--- config.mk ---
export PLATFORM = sky130hd
export DESIGN_NAME = sprite_display
export DESIGN_NICKNAME = d
export VERILOG_FILES = /design/src/source/sprite_pkg.sv /design/src/source/video_timing_pkg.sv /design/src/source/scan_timing.sv /design/src/source/sprite_compositor.sv /design/src/source/sprite_display.sv /design/src/source/sprite_registers.sv /design/src/source/sprite_slot.sv
export VERILOG_INCLUDE_DIRS = /design/src /design/src/source
export SDC_FILE = /design/constraint.sdc
export NUM_CORES = 1
export LEC_CHECK = 0
export BUFFER_PORTS_ARGS = -buffer_cell sky130_fd_sc_hd__clkbuf_2
export CAP_MARGIN = 20
export CELL_PAD_IN_SITES_DETAIL_PLACEMENT = 0
export CELL_PAD_IN_SITES_GLOBAL_PLACEMENT = 1
export CORE_MARGIN = 10
export CORE_UTILIZATION = 40
export CTS_BUF_LIST = sky130_fd_sc_hd__clkbuf_4 sky130_fd_sc_hd__clkbuf_8
export DETAILED_ROUTE_END_ITERATION = 8
export PLACE_DENSITY = 0.74
export SLEW_MARGIN = 10
export SYNTH_ARGS = -nofsm -noshare
export SYNTH_HDL_FRONTEND = slang
export SYNTH_SLANG_ARGS = --single-unit
export TNS_END_PERCENT = 10
--- constraint.sdc ---
create_clock -name clk -period 3.1 [get_ports clk]
set_input_delay 0.62 -clock clk [delete_from_list [all_inputs] [get_ports clk]]
set_output_delay 0.62 -clock clk [all_outputs]
set_load 0.02 [all_outputs]
--- src/source/sprite_patterns.svh ---
// Bit 15 of each row is the leftmost pixel
localparam int N_PATTERNS = 3;

localparam logic [15:0] pattern_rows [N_PATTERNS][16] = '{
   '{ // Ship
      16'b0000_0001_1000_0000,
      16'b0000_0001_1000_0000,
      16'b0000_0011_1100_0000,
      16'b0000_0011_1100_0000,
      16'b0000_0111_1110_0000,
      16'b0000_0110_0110_0000,
      16'b0000_1111_1111_0000,
      16'b0001_1111_1111_1000,
      16'b0011_1111_1111_1100,
      16'b0111_1111_1111_1110,
      16'b1111_1111_1111_1111,
      16'b1111_1111_1111_1111,
      16'b1111_0011_1100_1111,
      16'b1110_0001_1000_0111,
      16'b1100_0000_0000_0011,
      16'b1000_0000_0000_0001},
   '{ // Bird
      16'b0000_0000_0000_0000,
      16'b1000_0000_0000_0001,
      16'b1100_0000_0000_0011,
      16'b1110_0000_0000_0111,
      16'b1111_0000_0000_1111,
      16'b0111_1000_0001_1110,
      16'b0011_1100_0011_1100,
      16'b0001_1111_1111_1000,
      16'b0000_1111_1111_0000,
      16'b0000_0111_1110_0000,
      16'b0000_1111_1111_0000,
      16'b0001_1110_0111_1000,
      16'b0011_1100_0011_1100,
      16'b0111_1000_0001_1110,
      16'b1111_0000_0000_1111,
      16'b0000_0000_0000_0000},
   '{ // Ring
      16'b0000_0111_1110_0000,
      16'b0001_1111_1111_1000,
      16'b0011_1111_1111_1100,
      16'b0111_1111_1111_1110,
      16'b0111_1110_0111_1110,
      16'b1111_1100_0011_1111,
      16'b1111_1000_0001_1111,
      16'b1111_1000_0001_1111,
      16'b1111_1000_0001_1111,
      16'b1111_1000_0001_1111,
      16'b1111_1100_0011_1111,
      16'b0111_1110_0111_1110,
      16'b0111_1111_1111_1110,
      16'b0011_1111_1111_1100,
      16'b0001_1111_1111_1000,
      16'b0000_0111_1110_0000}
};

// Outline colour where a set pixel has a clear neighbour
localparam sprite_pkg::rgb_t edge_rgb [N_PATTERNS] = '{24'hff_ff_00, 24'hff_00_ff, 24'h00_ff_ff};

// Interior colour
localparam sprite_pkg::rgb_t fill_rgb [N_PATTERNS] = '{24'hff_00_00, 24'h00_c0_00, 24'h00_00_ff};

--- src/source/sprite_pkg.sv ---
package sprite_pkg;

   typedef logic [23:0] rgb_t;            // Red 23:16, green 15:8, blue 7:0
   typedef logic [7:0]  bus_data_t;
   typedef logic [2:0]  reg_addr_t;

   // Sprite position, x in horizontal counts and y in lines
   typedef logic [15:0] coord_t;

   typedef logic [1:0]  pattern_name_t;

   // Row or pixel column inside one sprite
   typedef logic [3:0]  offset_t;

   // Host register map
   localparam reg_addr_t REG_COMMIT = 3'd0;   // Bit 0 set copies staging into a slot
   localparam reg_addr_t REG_SLOT   = 3'd1;
   localparam reg_addr_t REG_X_HI   = 3'd2;
   localparam reg_addr_t REG_X_LO   = 3'd3;
   localparam reg_addr_t REG_Y_HI   = 3'd4;
   localparam reg_addr_t REG_Y_LO   = 3'd5;
   localparam reg_addr_t REG_NAME   = 3'd6;
   localparam reg_addr_t REG_ENABLE = 3'd7;

   // Pixels per side; 2 * SPRITE_SIZE horizontal counts wide
   localparam int SPRITE_SIZE = 16;

   // Shown wherever no opaque sprite pixel lies
   localparam rgb_t BACKGROUND_RGB = 24'h10_20_40;

endpackage

--- src/source/video_timing_pkg.sv ---
package video_timing_pkg;

   // One count per system clock, so two counts per pixel
   typedef logic [10:0] hcount_t;

   // One count per line
   typedef logic [9:0] vcount_t;

   // 640x480 at 60 Hz with a 50 MHz system clock
   localparam int H_ACTIVE_DEFAULT = 1280;   // 640 pixels
   localparam int H_FRONT_DEFAULT  = 32;
   localparam int H_SYNC_DEFAULT   = 192;
   localparam int H_BACK_DEFAULT   = 96;     // Line total 1600

   localparam int V_ACTIVE_DEFAULT = 480;
   localparam int V_FRONT_DEFAULT  = 10;
   localparam int V_SYNC_DEFAULT   = 2;
   localparam int V_BACK_DEFAULT   = 33;     // Field total 525

endpackage

--- src/source/scan_timing.sv ---
`timescale 1ns/1ps

module scan_timing #(
   parameter int H_ACTIVE = video_timing_pkg::H_ACTIVE_DEFAULT,
   parameter int H_FRONT  = video_timing_pkg::H_FRONT_DEFAULT,
   parameter int H_SYNC   = video_timing_pkg::H_SYNC_DEFAULT,
   parameter int H_BACK   = video_timing_pkg::H_BACK_DEFAULT,
   parameter int V_ACTIVE = video_timing_pkg::V_ACTIVE_DEFAULT,
   parameter int V_FRONT  = video_timing_pkg::V_FRONT_DEFAULT,
   parameter int V_SYNC   = video_timing_pkg::V_SYNC_DEFAULT,
   parameter int V_BACK   = video_timing_pkg::V_BACK_DEFAULT
) (
   input  logic                      clk,
   input  logic                      reset,
   output video_timing_pkg::hcount_t hcount,
   output video_timing_pkg::vcount_t vcount,
   output logic                      hsync_n,
   output logic                      vsync_n,
   output logic                      active,
   output logic                      vga_clk
);

   localparam int H_TOTAL      = H_ACTIVE + H_FRONT + H_SYNC + H_BACK;
   localparam int V_TOTAL      = V_ACTIVE + V_FRONT + V_SYNC + V_BACK;
   localparam int H_SYNC_START = H_ACTIVE + H_FRONT;
   localparam int V_SYNC_START = V_ACTIVE + V_FRONT;

   logic end_of_line;
   logic end_of_field;

   assign end_of_line  = hcount == video_timing_pkg::hcount_t'(H_TOTAL - 1);
   assign end_of_field = vcount == video_timing_pkg::vcount_t'(V_TOTAL - 1);

   always_ff @(posedge clk or posedge reset) begin
      if (reset)
         hcount <= '0;
      else if (end_of_line)
         hcount <= '0;
      else
         hcount <= hcount + 1'b1;
   end

   // Line counter steps once per line
   always_ff @(posedge clk or posedge reset) begin
      if (reset)
         vcount <= '0;
      else if (end_of_line) begin
         if (end_of_field)
            vcount <= '0;
         else
            vcount <= vcount + 1'b1;
      end
   end

   // Both syncs are active low
   assign hsync_n = !(hcount >= H_SYNC_START && hcount < H_SYNC_START + H_SYNC);
   assign vsync_n = !(vcount >= V_SYNC_START && vcount < V_SYNC_START + V_SYNC);

   assign active  = hcount < H_ACTIVE && vcount < V_ACTIVE;
   assign vga_clk = hcount[0];   // Half the system clock

endmodule

--- src/source/sprite_compositor.sv ---
`timescale 1ns/1ps

module sprite_compositor #(
   parameter int N_SLOTS = 8
) (
   input  logic                                    clk,
   input  logic                                    reset,
   input  logic [N_SLOTS-1:0]                      hit,
   input  sprite_pkg::offset_t [N_SLOTS-1:0]       row,
   input  sprite_pkg::offset_t [N_SLOTS-1:0]       col,
   input  sprite_pkg::pattern_name_t [N_SLOTS-1:0] name,
   input  logic                                    hsync_n,
   input  logic                                    vsync_n,
   input  logic                                    active,
   output logic [7:0]                              VGA_R,
   output logic [7:0]                              VGA_G,
   output logic [7:0]                              VGA_B,
   output logic                                    VGA_HS,
   output logic                                    VGA_VS,
   output logic                                    VGA_BLANK_n
);

   `include "sprite_patterns.svh"

   logic                      any_hit;
   sprite_pkg::offset_t       sel_row;
   sprite_pkg::offset_t       sel_col;
   sprite_pkg::pattern_name_t sel_name;
   logic                      hsync_d;      // Aligned with the slot outputs
   logic                      vsync_d;
   logic                      active_d;
   logic                      sprite_q;
   logic [15:0]               row_bits_q;
   sprite_pkg::rgb_t          edge_q;
   sprite_pkg::rgb_t          fill_q;
   sprite_pkg::offset_t       col_q;
   logic [17:0]               window;
   sprite_pkg::rgb_t          pixel_rgb;

   // Highest slot index wins
   always_comb begin
      any_hit  = 1'b0;
      sel_row  = '0;
      sel_col  = '0;
      sel_name = '0;
      for (int i = 0; i < N_SLOTS; i++) begin
         if (hit[i]) begin
            any_hit  = 1'b1;
            sel_row  = row[i];
            sel_col  = col[i];
            sel_name = name[i];
         end
      end
   end

   always_ff @(posedge clk or posedge reset) begin
      if (reset) begin
         hsync_d     <= 1'b1;
         vsync_d     <= 1'b1;
         active_d    <= 1'b0;
         VGA_HS      <= 1'b1;
         VGA_VS      <= 1'b1;
         VGA_BLANK_n <= 1'b0;
         sprite_q    <= 1'b0;
      end else begin
         hsync_d     <= hsync_n;
         vsync_d     <= vsync_n;
         active_d    <= active;
         VGA_HS      <= hsync_d;
         VGA_VS      <= vsync_d;
         VGA_BLANK_n <= active_d;
         sprite_q    <= any_hit;
      end
   end

   always_ff @(posedge clk) begin
      col_q <= sel_col;
      if (sel_name < N_PATTERNS) begin
         row_bits_q <= pattern_rows[sel_name][sel_row];
         edge_q     <= edge_rgb[sel_name];
         fill_q     <= fill_rgb[sel_name];
      end else begin
         row_bits_q <= '0;   // Fully transparent where no pattern exists for the number
         edge_q     <= sprite_pkg::BACKGROUND_RGB;
         fill_q     <= sprite_pkg::BACKGROUND_RGB;
      end
   end

   // Bits 17, 16 and 15 become left neighbour, pixel and right neighbour
   assign window = {1'b0, row_bits_q, 1'b0} << col_q;

   always_comb begin
      if (!sprite_q || !window[16])
         pixel_rgb = sprite_pkg::BACKGROUND_RGB;
      else if (window[17] && window[15])
         pixel_rgb = fill_q;
      else
         pixel_rgb = edge_q;
   end

   assign {VGA_R, VGA_G, VGA_B} = VGA_BLANK_n ? pixel_rgb : '0;

endmodule

--- src/source/sprite_display.sv ---
`timescale 1ns/1ps

module sprite_display #(
   parameter int N_SLOTS  = 8,
   parameter int H_ACTIVE = video_timing_pkg::H_ACTIVE_DEFAULT,
   parameter int H_FRONT  = video_timing_pkg::H_FRONT_DEFAULT,
   parameter int H_SYNC   = video_timing_pkg::H_SYNC_DEFAULT,
   parameter int H_BACK   = video_timing_pkg::H_BACK_DEFAULT,
   parameter int V_ACTIVE = video_timing_pkg::V_ACTIVE_DEFAULT,
   parameter int V_FRONT  = video_timing_pkg::V_FRONT_DEFAULT,
   parameter int V_SYNC   = video_timing_pkg::V_SYNC_DEFAULT,
   parameter int V_BACK   = video_timing_pkg::V_BACK_DEFAULT
) (
   input  logic                  clk,
   input  logic                  reset,
   input  logic                  chipselect,
   input  logic                  write,
   input  sprite_pkg::reg_addr_t address,
   input  sprite_pkg::bus_data_t writedata,
   output logic [7:0]            VGA_R,
   output logic [7:0]            VGA_G,
   output logic [7:0]            VGA_B,
   output logic                  VGA_CLK,
   output logic                  VGA_HS,
   output logic                  VGA_VS,
   output logic                  VGA_BLANK_n
);

   video_timing_pkg::hcount_t               hcount;
   video_timing_pkg::vcount_t               vcount;
   logic                                    hsync_n;
   logic                                    vsync_n;
   logic                                    active;
   logic [N_SLOTS-1:0]                      commit;
   sprite_pkg::coord_t                      staged_x;
   sprite_pkg::coord_t                      staged_y;
   sprite_pkg::pattern_name_t               staged_name;
   logic                                    staged_enable;
   logic [N_SLOTS-1:0]                      hit;
   sprite_pkg::offset_t [N_SLOTS-1:0]       row;
   sprite_pkg::offset_t [N_SLOTS-1:0]       col;
   sprite_pkg::pattern_name_t [N_SLOTS-1:0] name;

   scan_timing #(
      .H_ACTIVE(H_ACTIVE), .H_FRONT(H_FRONT), .H_SYNC(H_SYNC), .H_BACK(H_BACK),
      .V_ACTIVE(V_ACTIVE), .V_FRONT(V_FRONT), .V_SYNC(V_SYNC), .V_BACK(V_BACK)
   ) timing_inst (
      .clk(clk), .reset(reset), .hcount(hcount), .vcount(vcount),
      .hsync_n(hsync_n), .vsync_n(vsync_n), .active(active), .vga_clk(VGA_CLK)
   );

   sprite_registers #(.N_SLOTS(N_SLOTS)) registers_inst (
      .clk(clk), .reset(reset), .chipselect(chipselect), .write(write),
      .address(address), .writedata(writedata), .commit(commit),
      .staged_x(staged_x), .staged_y(staged_y), .staged_name(staged_name),
      .staged_enable(staged_enable)
   );

   // Each slot loads only on its own commit bit
   for (genvar i = 0; i < N_SLOTS; i++) begin : g_slot
      sprite_slot #(.H_ACTIVE(H_ACTIVE), .V_ACTIVE(V_ACTIVE)) slot_inst (
         .clk(clk), .reset(reset), .commit(commit[i]),
         .staged_x(staged_x), .staged_y(staged_y), .staged_name(staged_name),
         .staged_enable(staged_enable), .hcount(hcount), .vcount(vcount),
         .hit(hit[i]), .row(row[i]), .col(col[i]), .name(name[i])
      );
   end

   sprite_compositor #(.N_SLOTS(N_SLOTS)) compositor_inst (
      .clk(clk), .reset(reset), .hit(hit), .row(row), .col(col), .name(name),
      .hsync_n(hsync_n), .vsync_n(vsync_n), .active(active),
      .VGA_R(VGA_R), .VGA_G(VGA_G), .VGA_B(VGA_B),
      .VGA_HS(VGA_HS), .VGA_VS(VGA_VS), .VGA_BLANK_n(VGA_BLANK_n)
   );

endmodule

--- src/source/sprite_registers.sv ---
`timescale 1ns/1ps

module sprite_registers #(
   parameter int N_SLOTS = 8
) (
   input  logic                      clk,
   input  logic                      reset,
   input  logic                      chipselect,
   input  logic                      write,
   input  sprite_pkg::reg_addr_t     address,
   input  sprite_pkg::bus_data_t     writedata,
   output logic [N_SLOTS-1:0]        commit,
   output sprite_pkg::coord_t        staged_x,
   output sprite_pkg::coord_t        staged_y,
   output sprite_pkg::pattern_name_t staged_name,
   output logic                      staged_enable
);

   sprite_pkg::bus_data_t slot_q;
   sprite_pkg::bus_data_t x_hi;
   sprite_pkg::bus_data_t x_lo;
   sprite_pkg::bus_data_t y_hi;
   sprite_pkg::bus_data_t y_lo;
   logic                  bus_write;
   logic                  commit_write;
   logic [N_SLOTS-1:0]    commit_sel;

   assign bus_write    = chipselect && write;
   assign commit_write = bus_write && address == sprite_pkg::REG_COMMIT && writedata[0];

   // Slot number wraps onto the slots that exist
   always_comb begin
      commit_sel = '0;
      commit_sel[slot_q % N_SLOTS] = 1'b1;
   end

   always_ff @(posedge clk or posedge reset) begin
      if (reset) begin
         slot_q        <= '0;
         x_hi          <= '0;
         x_lo          <= '0;
         y_hi          <= '0;
         y_lo          <= '0;
         staged_name   <= '0;
         staged_enable <= 1'b0;
      end else if (bus_write) begin
         case (address)
            sprite_pkg::REG_COMMIT: ;   // Only raises the commit strobe
            sprite_pkg::REG_SLOT:   slot_q <= writedata;
            sprite_pkg::REG_X_HI:   x_hi <= writedata;
            sprite_pkg::REG_X_LO:   x_lo <= writedata;
            sprite_pkg::REG_Y_HI:   y_hi <= writedata;
            sprite_pkg::REG_Y_LO:   y_lo <= writedata;
            sprite_pkg::REG_NAME:   staged_name <= writedata[1:0];
            sprite_pkg::REG_ENABLE: staged_enable <= writedata[0];
            default: ;
         endcase
      end
   end

   // One clock wide, one hot on the target slot
   always_ff @(posedge clk or posedge reset) begin
      if (reset)
         commit <= '0;
      else if (commit_write)
         commit <= commit_sel;
      else
         commit <= '0;
   end

   assign staged_x = {x_hi, x_lo};
   assign staged_y = {y_hi, y_lo};

endmodule

--- src/source/sprite_slot.sv ---
`timescale 1ns/1ps

module sprite_slot #(
   parameter int H_ACTIVE = video_timing_pkg::H_ACTIVE_DEFAULT,
   parameter int V_ACTIVE = video_timing_pkg::V_ACTIVE_DEFAULT
) (
   input  logic                      clk,
   input  logic                      reset,
   input  logic                      commit,
   input  sprite_pkg::coord_t        staged_x,
   input  sprite_pkg::coord_t        staged_y,
   input  sprite_pkg::pattern_name_t staged_name,
   input  logic                      staged_enable,
   input  video_timing_pkg::hcount_t hcount,
   input  video_timing_pkg::vcount_t vcount,
   output logic                      hit,
   output sprite_pkg::offset_t       row,
   output sprite_pkg::offset_t       col,
   output sprite_pkg::pattern_name_t name
);

   localparam int BOX_W = 2 * sprite_pkg::SPRITE_SIZE;   // In horizontal counts
   localparam int BOX_H = sprite_pkg::SPRITE_SIZE;

   sprite_pkg::coord_t        x_q;
   sprite_pkg::coord_t        y_q;
   sprite_pkg::pattern_name_t name_q;
   logic                      enable_q;
   logic [16:0]               dx;
   logic [16:0]               dy;
   logic                      visible;
   logic                      in_box;

   always_ff @(posedge clk or posedge reset) begin
      if (reset)
         enable_q <= 1'b0;
      else if (commit)
         enable_q <= staged_enable;
   end

   always_ff @(posedge clk) begin
      if (commit) begin
         x_q    <= staged_x;
         y_q    <= staged_y;
         name_q <= staged_name;
      end
   end

   // A position left of or above the box wraps to a large offset
   assign dx = {6'b0, hcount} - {1'b0, x_q};
   assign dy = {7'b0, vcount} - {1'b0, y_q};

   assign visible = hcount < H_ACTIVE && vcount < V_ACTIVE;
   assign in_box  = enable_q && visible && dx < BOX_W && dy < BOX_H;

   always_ff @(posedge clk or posedge reset) begin
      if (reset)
         hit <= 1'b0;
      else
         hit <= in_box;
   end

   always_ff @(posedge clk) begin
      row  <= dy[3:0];
      col  <= dx[4:1];   // Two counts per pixel
      name <= name_q;
   end

endmodule

==> qor.tcl, run 1 <==
set qor(final_layout_size_suffix_gt1_share_pct) 18.2
set qor(initial_antenna_violation_count) 4
set qor(proportion_of_power_drawn_by_combinational_gates_pct) 1.6
set qor(synth_area_leaders) {sky130_fd_sc_hd__edfxtp_1 (35%), sky130_fd_sc_hd__dfrtp_1 (9.3%), sky130_fd_sc_hd__ha_1 (9.1%)}
set qor(fp.dieArea_um2) 68200
set qor(failed_checks) {negative setup slack}
set qor(final_common_cell) {sky130_fd_sc_hd__edfxtp_1}
set qor(rows) 88
set qor(power_switching_share_pct) 23.8
set qor(setup_total_negative_slack_ns) -3.52
set qor(drt_first_iter_violations) 1278
set qor(p_leak_nw) 11.4
set qor(drt_first_pass_iters) 5
set qor(arrival_ns) 2.71
set qor(ir_worst_vdd_mv) 0.552
set qor(grt_use_total_pct) 19.3
set qor(synth_area_leader_cell) {sky130_fd_sc_hd__edfxtp_1}
set qor(synth-seq-area-share_pct) 53.8
set qor(layout.cells.non_filler) 3051
set qor(switching_power_w) 0.00328
set qor(initial_core_util_pct) 40.4
set qor(netlist_area_um2) 23300
set qor(setup_viol) 24
set qor(crit_path_start_kind) {flip-flop}
set qor(portion_of_total_power_attributed_to_sequential_cells_pct) 53.5
set qor(grt_setup_unrepaired) {true}
set qor(outcome) {finished with violations}
set qor(final_util_pct) 47.4
set qor(worst_slew_margin_rel_pct) 31.3
set qor(timing.critical_path.slowest_stage_cell) {sky130_fd_sc_hd__dfxtp_4}
set qor(number_of_flops_mapped_to_enable_cells_by_yosys) 272
set qor(grt_start_max_net_pins) 36
set qor(hold_path_depth) 2
set qor(power.share.clock_pct) 44.9
set qor(boundaryPins) 43
set qor(tritoncts_num_sinks) 466
set qor(r2r.worst_path.cells) 10
set qor(worstSetupEndpointType) {primary output}
set qor(overflow) 0
set qor(syn_inst) 2012
set qor(yosys_warnings) 0
set qor(fp.dieH_um) 261
set qor(cts.path.max_buffers) 3
set qor(crit_path_cell_trace) {mux2_4 > and3_4 > a21oi_2 > a211oi_1 > a21oi_1 > buf_4 > mux2i_4 > nor2_4 > buf_12 > buf_8}
set qor(cp_top_family) {multiplexers}
set qor(fin_worst_skew_ns) 0.0604
set qor(critical_path_peak_fanout) 7
set qor(floorplan.die.width_um) 261
set qor(drt-wirelength-per-cell_um) 21.6
set qor(portion_of_synthesized_cell_area_occupied_by_the_leading_cell_type_pct) 35.1
set qor(htree_levels) 3
set qor(critical_path_depth) 10
set qor(cts.root.buffer_cell) {sky130_fd_sc_hd__clkbuf_8}
set qor(yosys.cell_types.count) 87
set qor(fmaxAchievable_mhz) 301
set qor(vias_per_cell) 5.58
set qor(cap_viol_max_count) 0
set qor(ant_nets) 0
set qor(final_cycle_share_pct) 107
set qor(final.min_clock_period_ns) 3.33
set qor(detailedPlacementHpwl_um) 48600
set qor(gp_congestion) 0.907
set qor(clkTransAtPathRegs_ns) 0.06
set qor(fin_ws_ns) -0.225
set qor(highest_cell_delay_on_the_worst_timing_path_ns) 0.40
set qor(placed_cells) 2891
set qor(mostFrequentLayoutCells) {sky130_fd_sc_hd__edfxtp_1 (272), sky130_fd_sc_hd__inv_1 (221), sky130_fd_sc_hd__ha_1 (169)}
set qor(syn-mean-instance-area_um2) 11.6
set qor(synth_top_flop_cell) {sky130_fd_sc_hd__edfxtp_1}
set qor(ys_seq_elements) 466
set qor(postRouteWirelength_um) 66000
set qor(report.final.slew_viol_count) 0
set qor(hold_viol) 0
set qor(clock_latency_ns) 0.71
set qor(power_density_nw_per_um2) 505
set qor(timing_worst_slew_pin_value_ns) 1.03
set qor(worstPathRequired_ns) 2.48
set qor(asyncSetResetFlopFracSynth_pct) 19.3
set qor(cts_buffers) 82
set qor(synthToLayoutAreaGrowth_pct) 17.3
set qor(fin_nets) 2415
set qor(first_global_vias) 16900
set qor(residual_drc_count) 0
set qor(tritoncts) {yes}
set qor(portBuffers) 42
set qor(routed_vias) 17000
set qor(hold_class) {input port to flip-flop}
set qor(mappedNetlistNets) 2212
set qor(grt_first_pass_wirelength_um) 99400
set qor(cp.buffers_inverters) 3
set qor(worst-setup-path-type) {flip-flop to primary output}
set qor(fp.coreArea_um2) 57600
set qor(p_int_w) 0.0105
[cell usage after synthesis (23+ instances only)]
cell                       count
sky130_fd_sc_hd__a21o_1       24
sky130_fd_sc_hd__a21oi_1      89
sky130_fd_sc_hd__a31oi_1      33
sky130_fd_sc_hd__dfrtp_1      86
sky130_fd_sc_hd__dfxtp_1     104
sky130_fd_sc_hd__edfxtp_1    272
sky130_fd_sc_hd__ha_1        169
sky130_fd_sc_hd__inv_1       223
sky130_fd_sc_hd__mux2_2       28
sky130_fd_sc_hd__nand2_1      81
sky130_fd_sc_hd__nand2b_1     23
sky130_fd_sc_hd__nand3_1      34
sky130_fd_sc_hd__nor2_1      110
sky130_fd_sc_hd__nor2b_1      38
sky130_fd_sc_hd__nor3_1       43
sky130_fd_sc_hd__nor4_1       29
sky130_fd_sc_hd__o21a_1       25
sky130_fd_sc_hd__o21ai_0      69
sky130_fd_sc_hd__o21ai_1      31
sky130_fd_sc_hd__xnor2_1      48
sky130_fd_sc_hd__xor2_1       32
[timing repair]
item                                    CTS  global route
gates resized for setup                  49            50
endpoints found under the setup margin   26            31
hold buffers                              1             0
endpoints found under the hold margin    27             0
buffers inserted                          2             3
pin swaps                                 4             7
[per-layer routing]
layer  wire length [um]  track usage (%)  vias to the layer above
li1                   -                -                     7876
met1              28000             24.2                     8396
met2              31400             32.1                      600
met3               3700             3.18                      157
met4               2860             8.96                        0
met5                  0                0                        -
[registers in the layout (all words and copies together), names as in the netlist, 10 cells and up]
register and cells:
g_slot.slot_inst.col 32, g_slot.slot_inst.name 16, g_slot.slot_inst.name_q 16, g_slot.slot_inst.row 32
g_slot.slot_inst.x_q 128, g_slot.slot_inst.y_q 128, timing_inst.hcount 11, timing_inst.vcount 10
[layout make-up]
cell class | instances | area, um2
Fill cell | 5163 | 30300
Tap cell | 765 | 957
Timing Repair Buffer | 164 | 1270
Inverter | 227 | 856
Clock inverter | 35 | 335
Antenna cell | 1 | 2.50
Multi-Input combinational cell | 1274 | 9850
Sequential cell | 466 | 12500
Clock buffer | 119 | 1480
[worst paths after layout]
kind	from	endpoint	slack, ns
worst min-delay path	writedata[4]	registers_inst.y_hi[4]$_DFFE_PP0P_	0.24
worst max-delay path	compositor_inst.col_q[0]$_DFF_P_	VGA_R[5]	-0.23
min in group asynchronous	reset	timing_inst.hcount[1]$_DFF_PP0_	0.53
worst max register to register	timing_inst.vcount[1]$_DFFE_PP0N_	g_slot[4].slot_inst.hit$_DFF_PP0_	0.05
worst min register to register	g_slot[7].slot_inst.name_q[1]$_DFFE_PP_	g_slot[7].slot_inst.name[1]$_DFF_P_	0.32
max in group asynchronous	reset	g_slot[2].slot_inst.hit$_DFF_PP0_	1.86
[power by group through the flow]
stage | combinational [W] | clock, W | sequential (W)
6_report | 0.000221 | 0.00619 | 0.00738
2_1_floorplan | 0.000154 | 0 | 0.00720
4_1_cts | 0.000226 | 0.00634 | 0.00738
5_1_grt | 0.000247 | 0.00664 | 0.00741
3_3_place_gp | 0.000214 | 0 | 0.00750
3_5_place_dp | 0.000223 | 0 | 0.00751
[through the flow]
step                      hold WS [ns]  cell area [um2]  setup slack (ns)  total power [W]
after floorplan                  0.323            23300           -0.0920          0.00736
after global placement           0.326            25100            -0.152          0.00772
after detailed placement         0.327            25100            -0.188          0.00774
after CTS                        0.186            27100            -0.236           0.0140
after global routing             0.203            27300            -0.344           0.0143
final                            0.241            27300            -0.225           0.0138
[logic make-up (layout without fill, tap and decap cells)]
| group | count (synthesis) | in the layout | synth area share, % |
|---|---|---|---|
| flip-flops | 466 | 466 | 53.8 |
| other | 0 | 1 | 0 |
| AND/OR/NAND/NOR | 475 | 475 | 10.8 |
| AO/OA/AOI/OAI | 461 | 461 | 13.5 |
| adder cells (fa/ha/maj) | 185 | 185 | 10.5 |
| multiplexers | 73 | 73 | 3.68 |
| XOR/XNOR | 80 | 80 | 3.01 |
| buffers and inverters | 272 | 545 | 4.69 |
Note: power is estimated with default switching activity, not from simulation.
==> run 2, diff against run 1 <==
Settings changed: SYNTH_HIERARCHICAL set to 1.
==> run 2 against run 1 <==
  * The run still ends with negative setup slack left
  * Worst setup slack gained 0.066 ns
  * Clock skew is 0.017 ns lower
  * Cell count is 6.1% higher
  * Area after synthesis increased by 6.5%
  * Die area is 6.0% higher
  * Largest power group unchanged
  * Highest routed layer is now met5
==> qor.tcl, run 2 <==
set qor(syn_inst) 2234
set qor(cts.path.max_buffers) 3
set qor(floorplan.die.width_um) 269
set qor(synth_top_family_by_area) {simple AND/OR/NAND/NOR gates}
set qor(grt_setup_unrepaired) {true}
set qor(routed_vias) 17800
set qor(synth_area_leader_cell) {sky130_fd_sc_hd__edfxtp_1}
set qor(final.min_clock_period_ns) 3.26
set qor(seqCellArea_um2) 12500
set qor(power_density_nw_per_um2) 478
set qor(fp.dieArea_um2) 72300
set qor(timing.critical_path.slowest_stage_cell) {sky130_fd_sc_hd__dfxtp_4}
set qor(largest_regs) {g_slot.slot_inst/x_q: 128 flops, g_slot.slot_inst/y_q: 128 flops}
set qor(yosys.cell_types.count) 107
set qor(worst_slew_margin_rel_pct) 31.8
set qor(layout.cells.non_filler) 3236
set qor(synth.top_cells.by_count) {sky130_fd_sc_hd__edfxtp_1 (272), sky130_fd_sc_hd__inv_1 (262), sky130_fd_sc_hd__ha_1 (170)}
set qor(overflow) 0
set qor(timing_worst_slew_pin_value_ns) 1.02
set qor(grt_use_total_pct) 19.0
set qor(portion_of_total_power_attributed_to_sequential_cells_pct) 55.5
set qor(report.final.slew_viol_count) 0
set qor(failed_checks) {negative setup slack}
set qor(grt_first_pass_wirelength_um) 104000
set qor(boundaryPins) 43
set qor(adder_and_majority_gate_portion_of_the_synthesized_area_pct) 9.88
set qor(yosys_warnings) 6
set qor(detailedPlacementHpwl_um) 50100
set qor(fin_ws_ns) -0.159
set qor(ys_seq_elements) 466
set qor(power_switching_share_pct) 25.0
set qor(synth-seq-area-share_pct) 50.5
set qor(critical_path_peak_fanout) 7
set qor(asyncSetResetFlopFracSynth_pct) 19.3
set qor(tritoncts_num_sinks) 466
set qor(htree_levels) 3
set qor(first_global_vias) 17300
set qor(initial_core_util_pct) 40.3
set qor(fin_worst_skew_ns) 0.0431
set qor(cts_buffers) 80
set qor(rows) 91
set qor(synth_top_flop_cell) {sky130_fd_sc_hd__edfxtp_1}
set qor(postRouteWirelength_um) 69100
set qor(synthToLayoutAreaGrowth_pct) 13.9
set qor(p_int_w) 0.0101
set qor(portBuffers) 42
set qor(mappedNetlistNets) 2435
set qor(outcome) {finished with violations}
set qor(power.share.clock_pct) 42.7
set qor(worstSetupEndpointType) {primary output}
set qor(worstPathRequired_ns) 2.48
set qor(proportion_of_power_drawn_by_combinational_gates_pct) 1.8
set qor(hold_viol) 0
set qor(initial_antenna_violation_count) 1
set qor(worst-setup-path-type) {flip-flop to primary output}
set qor(final_layout_size_suffix_gt1_share_pct) 18.2
set qor(final_common_cell) {sky130_fd_sc_hd__edfxtp_1}
set qor(synth_most_common_cell) {sky130_fd_sc_hd__edfxtp_1}
set qor(power.total_w) 0.0135
set qor(p_leak_nw) 11.7
set qor(fmaxAchievable_mhz) 307
set qor(final_cycle_share_pct) 105
set qor(synth_area_leaders) {sky130_fd_sc_hd__edfxtp_1 (33%), sky130_fd_sc_hd__dfrtp_1 (8.7%), sky130_fd_sc_hd__ha_1 (8.6%)}
set qor(drt-wirelength-per-cell_um) 21.4
set qor(portion_of_synthesized_cell_area_occupied_by_the_leading_cell_type_pct) 33.0
set qor(post_synth_and_or_nand_nor_area_fraction_pct) 13.4
set qor(hold_class) {input port to asynchronous set/reset pin}
set qor(critical-path-top-cell-by-count) {sky130_fd_sc_hd__mux2i_2}
set qor(arrival_ns) 2.64
set qor(crit_path_cell_trace) {buf_6 > mux2i_2 > nor2_2 > a211oi_4 > o32ai_4 > buf_12 > mux2i_2 > nor2_4 > buf_4}
set qor(cap_viol_max_count) 0
set qor(final_util_pct) 45.9
set qor(highest_cell_delay_on_the_worst_timing_path_ns) 0.34
set qor(cts.root.buffer_cell) {sky130_fd_sc_hd__clkbuf_8}
set qor(drt_first_pass_iters) 6
set qor(tritoncts) {yes}
set qor(residual_drc_count) 0
set qor(clock_latency_ns) 0.70
set qor(fin_nets) 2579
set qor(netlist_area_um2) 24800
set qor(gp_congestion) 0.923
set qor(placed_cells) 3079
set qor(fp.coreArea_um2) 61500
set qor(synth.mux.area_fraction_pct) 4.89
set qor(number_of_flops_mapped_to_enable_cells_by_yosys) 272
set qor(multi_input_area_um2) 11000
set qor(syn-mean-instance-area_um2) 11.1
set qor(fillers) 5656
set qor(ant_nets) 0
set qor(crit_path_start_kind) {flip-flop}
set qor(grt_start_max_net_pins) 47
set qor(mostFrequentLayoutCells) {sky130_fd_sc_hd__edfxtp_1 (272), sky130_fd_sc_hd__inv_1 (261), sky130_fd_sc_hd__ha_1 (170)}
set qor(drt_first_iter_violations) 1524
set qor(synth_compound_gate_area_share_pct) 13.3
set qor(antennaDiodeCount) 0
set qor(ir_worst_vdd_mv) 0.522
set qor(setup_viol) 24
set qor(vias_per_cell) 5.51
set qor(synthesized_area_fraction_occupied_by_xor_and_xnor_cells_pct) 2.48
set qor(clkTransAtPathRegs_ns) 0.06
set qor(preCtsSetupSlack_ns) -0.115
set qor(switching_power_w) 0.00336
set qor(setup_total_negative_slack_ns) -3.28
set qor(fp.dieH_um) 269
## run 2: cell types whose count changed after synthesis, sizes merged, moves of 10 or more
cell     change
mux2i       +29
xnor2       -13
a311oi      -10
o2111ai     -12
a21oi       +37
buf         +31
nand2       +19
a211oi      +13
nand4       +23
nand3       +12
nor2        +51
inv         +38
nand2b      +12
clkbuf      -11
## run 2: routing by layer
metal | vias up | part of all wire (%) | GRT usage, %
met5 | - | 0.017 | 0
met4 | 2 | 2.7 | 5.86
met3 | 123 | 6.6 | 3.76
met2 | 594 | 45 | 30.0
met1 | 8668 | 46 | 25.9
li1 | 8439 | - | -
## run 2: area by class of cell
type | count | area share (%)
clock buffer | 118 | 5.18
clock inverter | 32 | 0.790
inverter | 263 | 3.50
multi-input combinational | 1440 | 39.1
sequential | 466 | 44.4
tap | 790 | 3.50
timing repair buffer | 127 | 3.59
## run 2: power groups by stage
| stage | clock [W] | sequential (W) | combinational [W] |
|---|---|---|---|
| after floorplan | 0 | 0.00720 | 0.000173 |
| after global placement | 0 | 0.00762 | 0.000228 |
| after detailed placement | 0 | 0.00763 | 0.000237 |
| after CTS | 0.00591 | 0.00750 | 0.000238 |
| after global routing | 0.00618 | 0.00750 | 0.000266 |
| final | 0.00576 | 0.00749 | 0.000238 |
## run 2: critical path, delay by kind of cell (launching register included)
| family | cells | cell delay, ns |
|---|---|---|
| buf+inv | 3 | 0.46 |
| simple gates | 2 | 0.35 |
| mux | 2 | 0.41 |
| flops | 1 | 0.34 |
| compound gates | 2 | 0.39 |
## run 2: stage by stage
step	hold slack (ns)	cell area [um2]
detailed placement	0.327	26200
global placement	0.326	26200
finish	0.0583	28200
floorplan	0.323	24800
CTS	0.00533	28100
global route	0.0268	28200
## run 2: timing repair
item                       CTS  global route
gates resized for setup     50            38
pin swaps                    8            10
setup endpoints to repair   24            28
buffers inserted             6             3
hold buffers                 0             0
## run 2: cell families (layout without fill, tap and decap cells)
logic type,count (synthesis),in the layout
flip-flops,466,466
adder cells (fa/ha/maj),186,186
AND/OR/NAND/NOR,598,598
multiplexers,106,106
AO/OA/AOI/OAI,480,480
buffers and inverters,328,540
XOR/XNOR,70,70
## run 2: path summary, 6_finish.rpt
| kind | startpoint | to | slack, ns | cells after the start |
|---|---|---|---|---|
| worst max-delay path | compositor_inst/col_q[0]$_DFF_P_ | VGA_R[0] | -0.16 | 9 |
| worst min-delay path | reset | g_slot[3].slot_inst/enable_q$_DFFE_PP0P_ | 0.06 | 2 |
| worst max register to register | timing_inst/hcount[0]$_DFF_PP0_ | g_slot[0].slot_inst/hit$_DFF_PP0_ | 0.18 | 10 |
| worst min register to register | g_slot[1].slot_inst/name_q[1]$_DFFE_PP_ | g_slot[1].slot_inst/name[1]$_DFF_P_ | 0.32 | 0 |
| max in group asynchronous | reset | registers_inst/commit[4]$_DFF_PP0_ | 2.04 | 2 |
| min in group clk | writedata[7] | registers_inst/y_lo[7]$_DFFE_PP0P_ | 0.22 | 2 |
==> run 3, diff against run 2 <==
Settings changed: CTS_CLUSTER_DIAMETER set to 120, PLACE_DENSITY 0.74 to 0.66.
==> run 3 against run 2 <==
  * The run still ends with negative setup slack left
  * Register-to-register slack about the same
  * Die area unchanged
  * Final area increased by 0.82%
  * Sequential power about the same
  * Via count decreased by 0.38%
  * Largest power group unchanged
==> qor.tcl, run 3 (synthesis gave the netlist of run 2 again) <==
set qor(r2r.worst_path.cells) 9
set qor(cts.root.buffer_cell) {sky130_fd_sc_hd__clkbuf_8}
set qor(boundaryPins) 43
set qor(vias_per_cell) 5.44
set qor(cts_buffers) 83
set qor(tritoncts_num_sinks) 466
set qor(outcome) {finished with violations}
set qor(fp.dieArea_um2) 72300
set qor(final_cycle_share_pct) 107
set qor(fp.coreArea_um2) 61500
set qor(portion_of_total_power_attributed_to_sequential_cells_pct) 54.3
set qor(rows) 91
set qor(preCtsSetupSlack_ns) -0.0865
set qor(design_area_um2) 28400
set qor(clkTransAtPathRegs_ns) 0.06
set qor(drt-wirelength-per-cell_um) 21.7
set qor(first_global_vias) 17000
set qor(grt_use_total_pct) 19.5
set qor(worst-setup-path-type) {flip-flop to primary output}
set qor(hold_viol) 0
set qor(timing_worst_slew_pin_value_ns) 0.979
set qor(final.min_clock_period_ns) 3.32
set qor(initial_antenna_violation_count) 1
set qor(fp.dieH_um) 269
set qor(power.share.clock_pct) 44.0
set qor(worst_slew_margin_rel_pct) 34.7
set qor(setup_total_negative_slack_ns) -4.32
set qor(p_int_w) 0.0105
set qor(power.total_w) 0.0138
set qor(fmaxAchievable_mhz) 301
set qor(initial_core_util_pct) 40.3
set qor(ant_nets) 0
set qor(routed_vias) 17800
set qor(drt_first_pass_iters) 6
set qor(hold_class) {input port to flip-flop}
set qor(switching_power_w) 0.00332
set qor(report.final.slew_viol_count) 0
set qor(mostFrequentLayoutCells) {sky130_fd_sc_hd__edfxtp_1 (272), sky130_fd_sc_hd__inv_1 (261), sky130_fd_sc_hd__ha_1 (170)}
set qor(fin_ws_ns) -0.220
set qor(hold_path_depth) 2
set qor(fillers) 5678
set qor(power_switching_share_pct) 24.1
set qor(arrival_ns) 2.70
set qor(final_layout_size_suffix_gt1_share_pct) 18.8
set qor(cts.path.max_buffers) 3
set qor(overflow) 0
set qor(postRouteWirelength_um) 70700
set qor(p_leak_nw) 11.8
set qor(proportion_of_power_drawn_by_combinational_gates_pct) 1.7
set qor(residual_drc_count) 0
set qor(gp_congestion) 0.887
set qor(worstSetupEndpointType) {primary output}
set qor(final_common_cell) {sky130_fd_sc_hd__edfxtp_1}
set qor(grt_first_pass_wirelength_um) 106000
set qor(final_util_pct) 46.3
set qor(largest_regs) {g_slot.slot_inst/x_q: 128 flops, g_slot.slot_inst/y_q: 128 flops}
set qor(dpl-instance-area_um2) 26300
set qor(setup_viol) 24
set qor(tritoncts) {yes}
set qor(fin_nets) 2606
set qor(power_density_nw_per_um2) 484
set qor(crit_path_start_kind) {flip-flop}
set qor(synthToLayoutAreaGrowth_pct) 14.8
set qor(detailedPlacementHpwl_um) 52900
set qor(critical_path_peak_fanout) 7
set qor(ir_worst_vdd_mv) 0.517
set qor(cap_viol_max_count) 0
set qor(htree_levels) 3
set qor(worstPathRequired_ns) 2.48
set qor(drt_first_iter_violations) 1492
set qor(floorplan.die.width_um) 269
set qor(failed_checks) {negative setup slack}
set qor(portBuffers) 42
set qor(clock_latency_ns) 0.68
set qor(grt_start_max_net_pins) 36
set qor(grt_setup_unrepaired) {true}
set qor(fin_worst_skew_ns) 0.0366
run 3: changes by cell type in the layout (fill, tap and decap cells not counted), moves of 4 or more:
cell / change
sky130_fd_sc_hd__clkbuf_8: +8
sky130_fd_sc_hd__buf_6: -5
sky130_fd_sc_hd__buf_4: +19
sky130_fd_sc_hd__clkinv_8: -4
sky130_fd_sc_hd__bufinv_16: +4
run 3: final timing paths:
| check | from | endpoint | slack (ns) |
|---|---|---|---|
| hold / removal | writedata[4] | registers_inst/x_hi[4]$_DFFE_PP0P_ | 0.23 |
| setup / recovery | compositor_inst/col_q[0]$_DFF_P_ | VGA_R[0] | -0.22 |
| max in group asynchronous | reset | timing_inst/hcount[2]$_DFF_PP0_ | 1.57 |
| setup reg to reg | timing_inst/hcount[5]$_DFF_PP0_ | g_slot[2].slot_inst/hit$_DFF_PP0_ | 0.17 |
| hold reg to reg | g_slot[2].slot_inst/name_q[1]$_DFFE_PP_ | g_slot[2].slot_inst/name[1]$_DFF_P_ | 0.33 |
| min in group asynchronous | reset | g_slot[7].slot_inst/enable_q$_DFFE_PP0P_ | 0.57 |
run 3: what timing repair did:
action,in CTS,in global routing
hold buffers,1,0
setup endpoints to repair,25,28
endpoints found under the hold margin,2,0
gates resized for setup,54,19
buffers inserted,8,1
pin swaps,7,6
run 3: cell type report:
class                           count  area [um2]  area share (%)
Inverter                          263         987            3.47
Antenna cell                        1        2.50         0.00880
Timing Repair Buffer              151        1210            4.27
Sequential cell                   466       12500            44.0
Multi-Input combinational cell   1440       11000            38.5
Clock inverter                     36         303            1.06
Clock buffer                      117        1460            5.13
Tap cell                          790         988            3.48
run 3: critical path, cell delays in order, from the launching register on:
cell,delay [ns]
sky130_fd_sc_hd__dfxtp_4,0.38
sky130_fd_sc_hd__buf_12,0.11
sky130_fd_sc_hd__mux4_2,0.49
sky130_fd_sc_hd__mux4_2,0.47
sky130_fd_sc_hd__and2_4,0.17
sky130_fd_sc_hd__nand2_4,0.10
sky130_fd_sc_hd__buf_12,0.11
sky130_fd_sc_hd__nor2_4,0.06
sky130_fd_sc_hd__clkbuf_8,0.16
run 3: stage by stage:
step / std cells / hold WS [ns]
global placement: 3102 / 0.325
floorplan: 2234 / 0.323
global route: 3263 / 0.197
detailed placement: 3102 / 0.327
CTS: 3262 / 0.180
finish: 3264 / 0.235
run 3: power by group through the flow:
stage          Clock [W]  Sequential, W  Combinational (W)
2_1_floorplan          0        0.00720           0.000173
3_3_place_gp           0        0.00762           0.000231
3_5_place_dp           0        0.00763           0.000239
4_1_cts          0.00622        0.00749           0.000241
5_1_grt          0.00652        0.00750           0.000264
6_report         0.00606        0.00748           0.000239
run 3: routing by layer:
metal | global-route usage, % | wire (um) | vias up | part of all wire (%)
li1 | - | - | 8476 | -
met1 | 27.1 | 33300 | 8658 | 47
met2 | 30.8 | 31900 | 524 | 45
met3 | 3.46 | 3860 | 100 | 5.5
met4 | 5.51 | 1700 | 0 | 2.4
met5 | 0 | 0 | - | 0
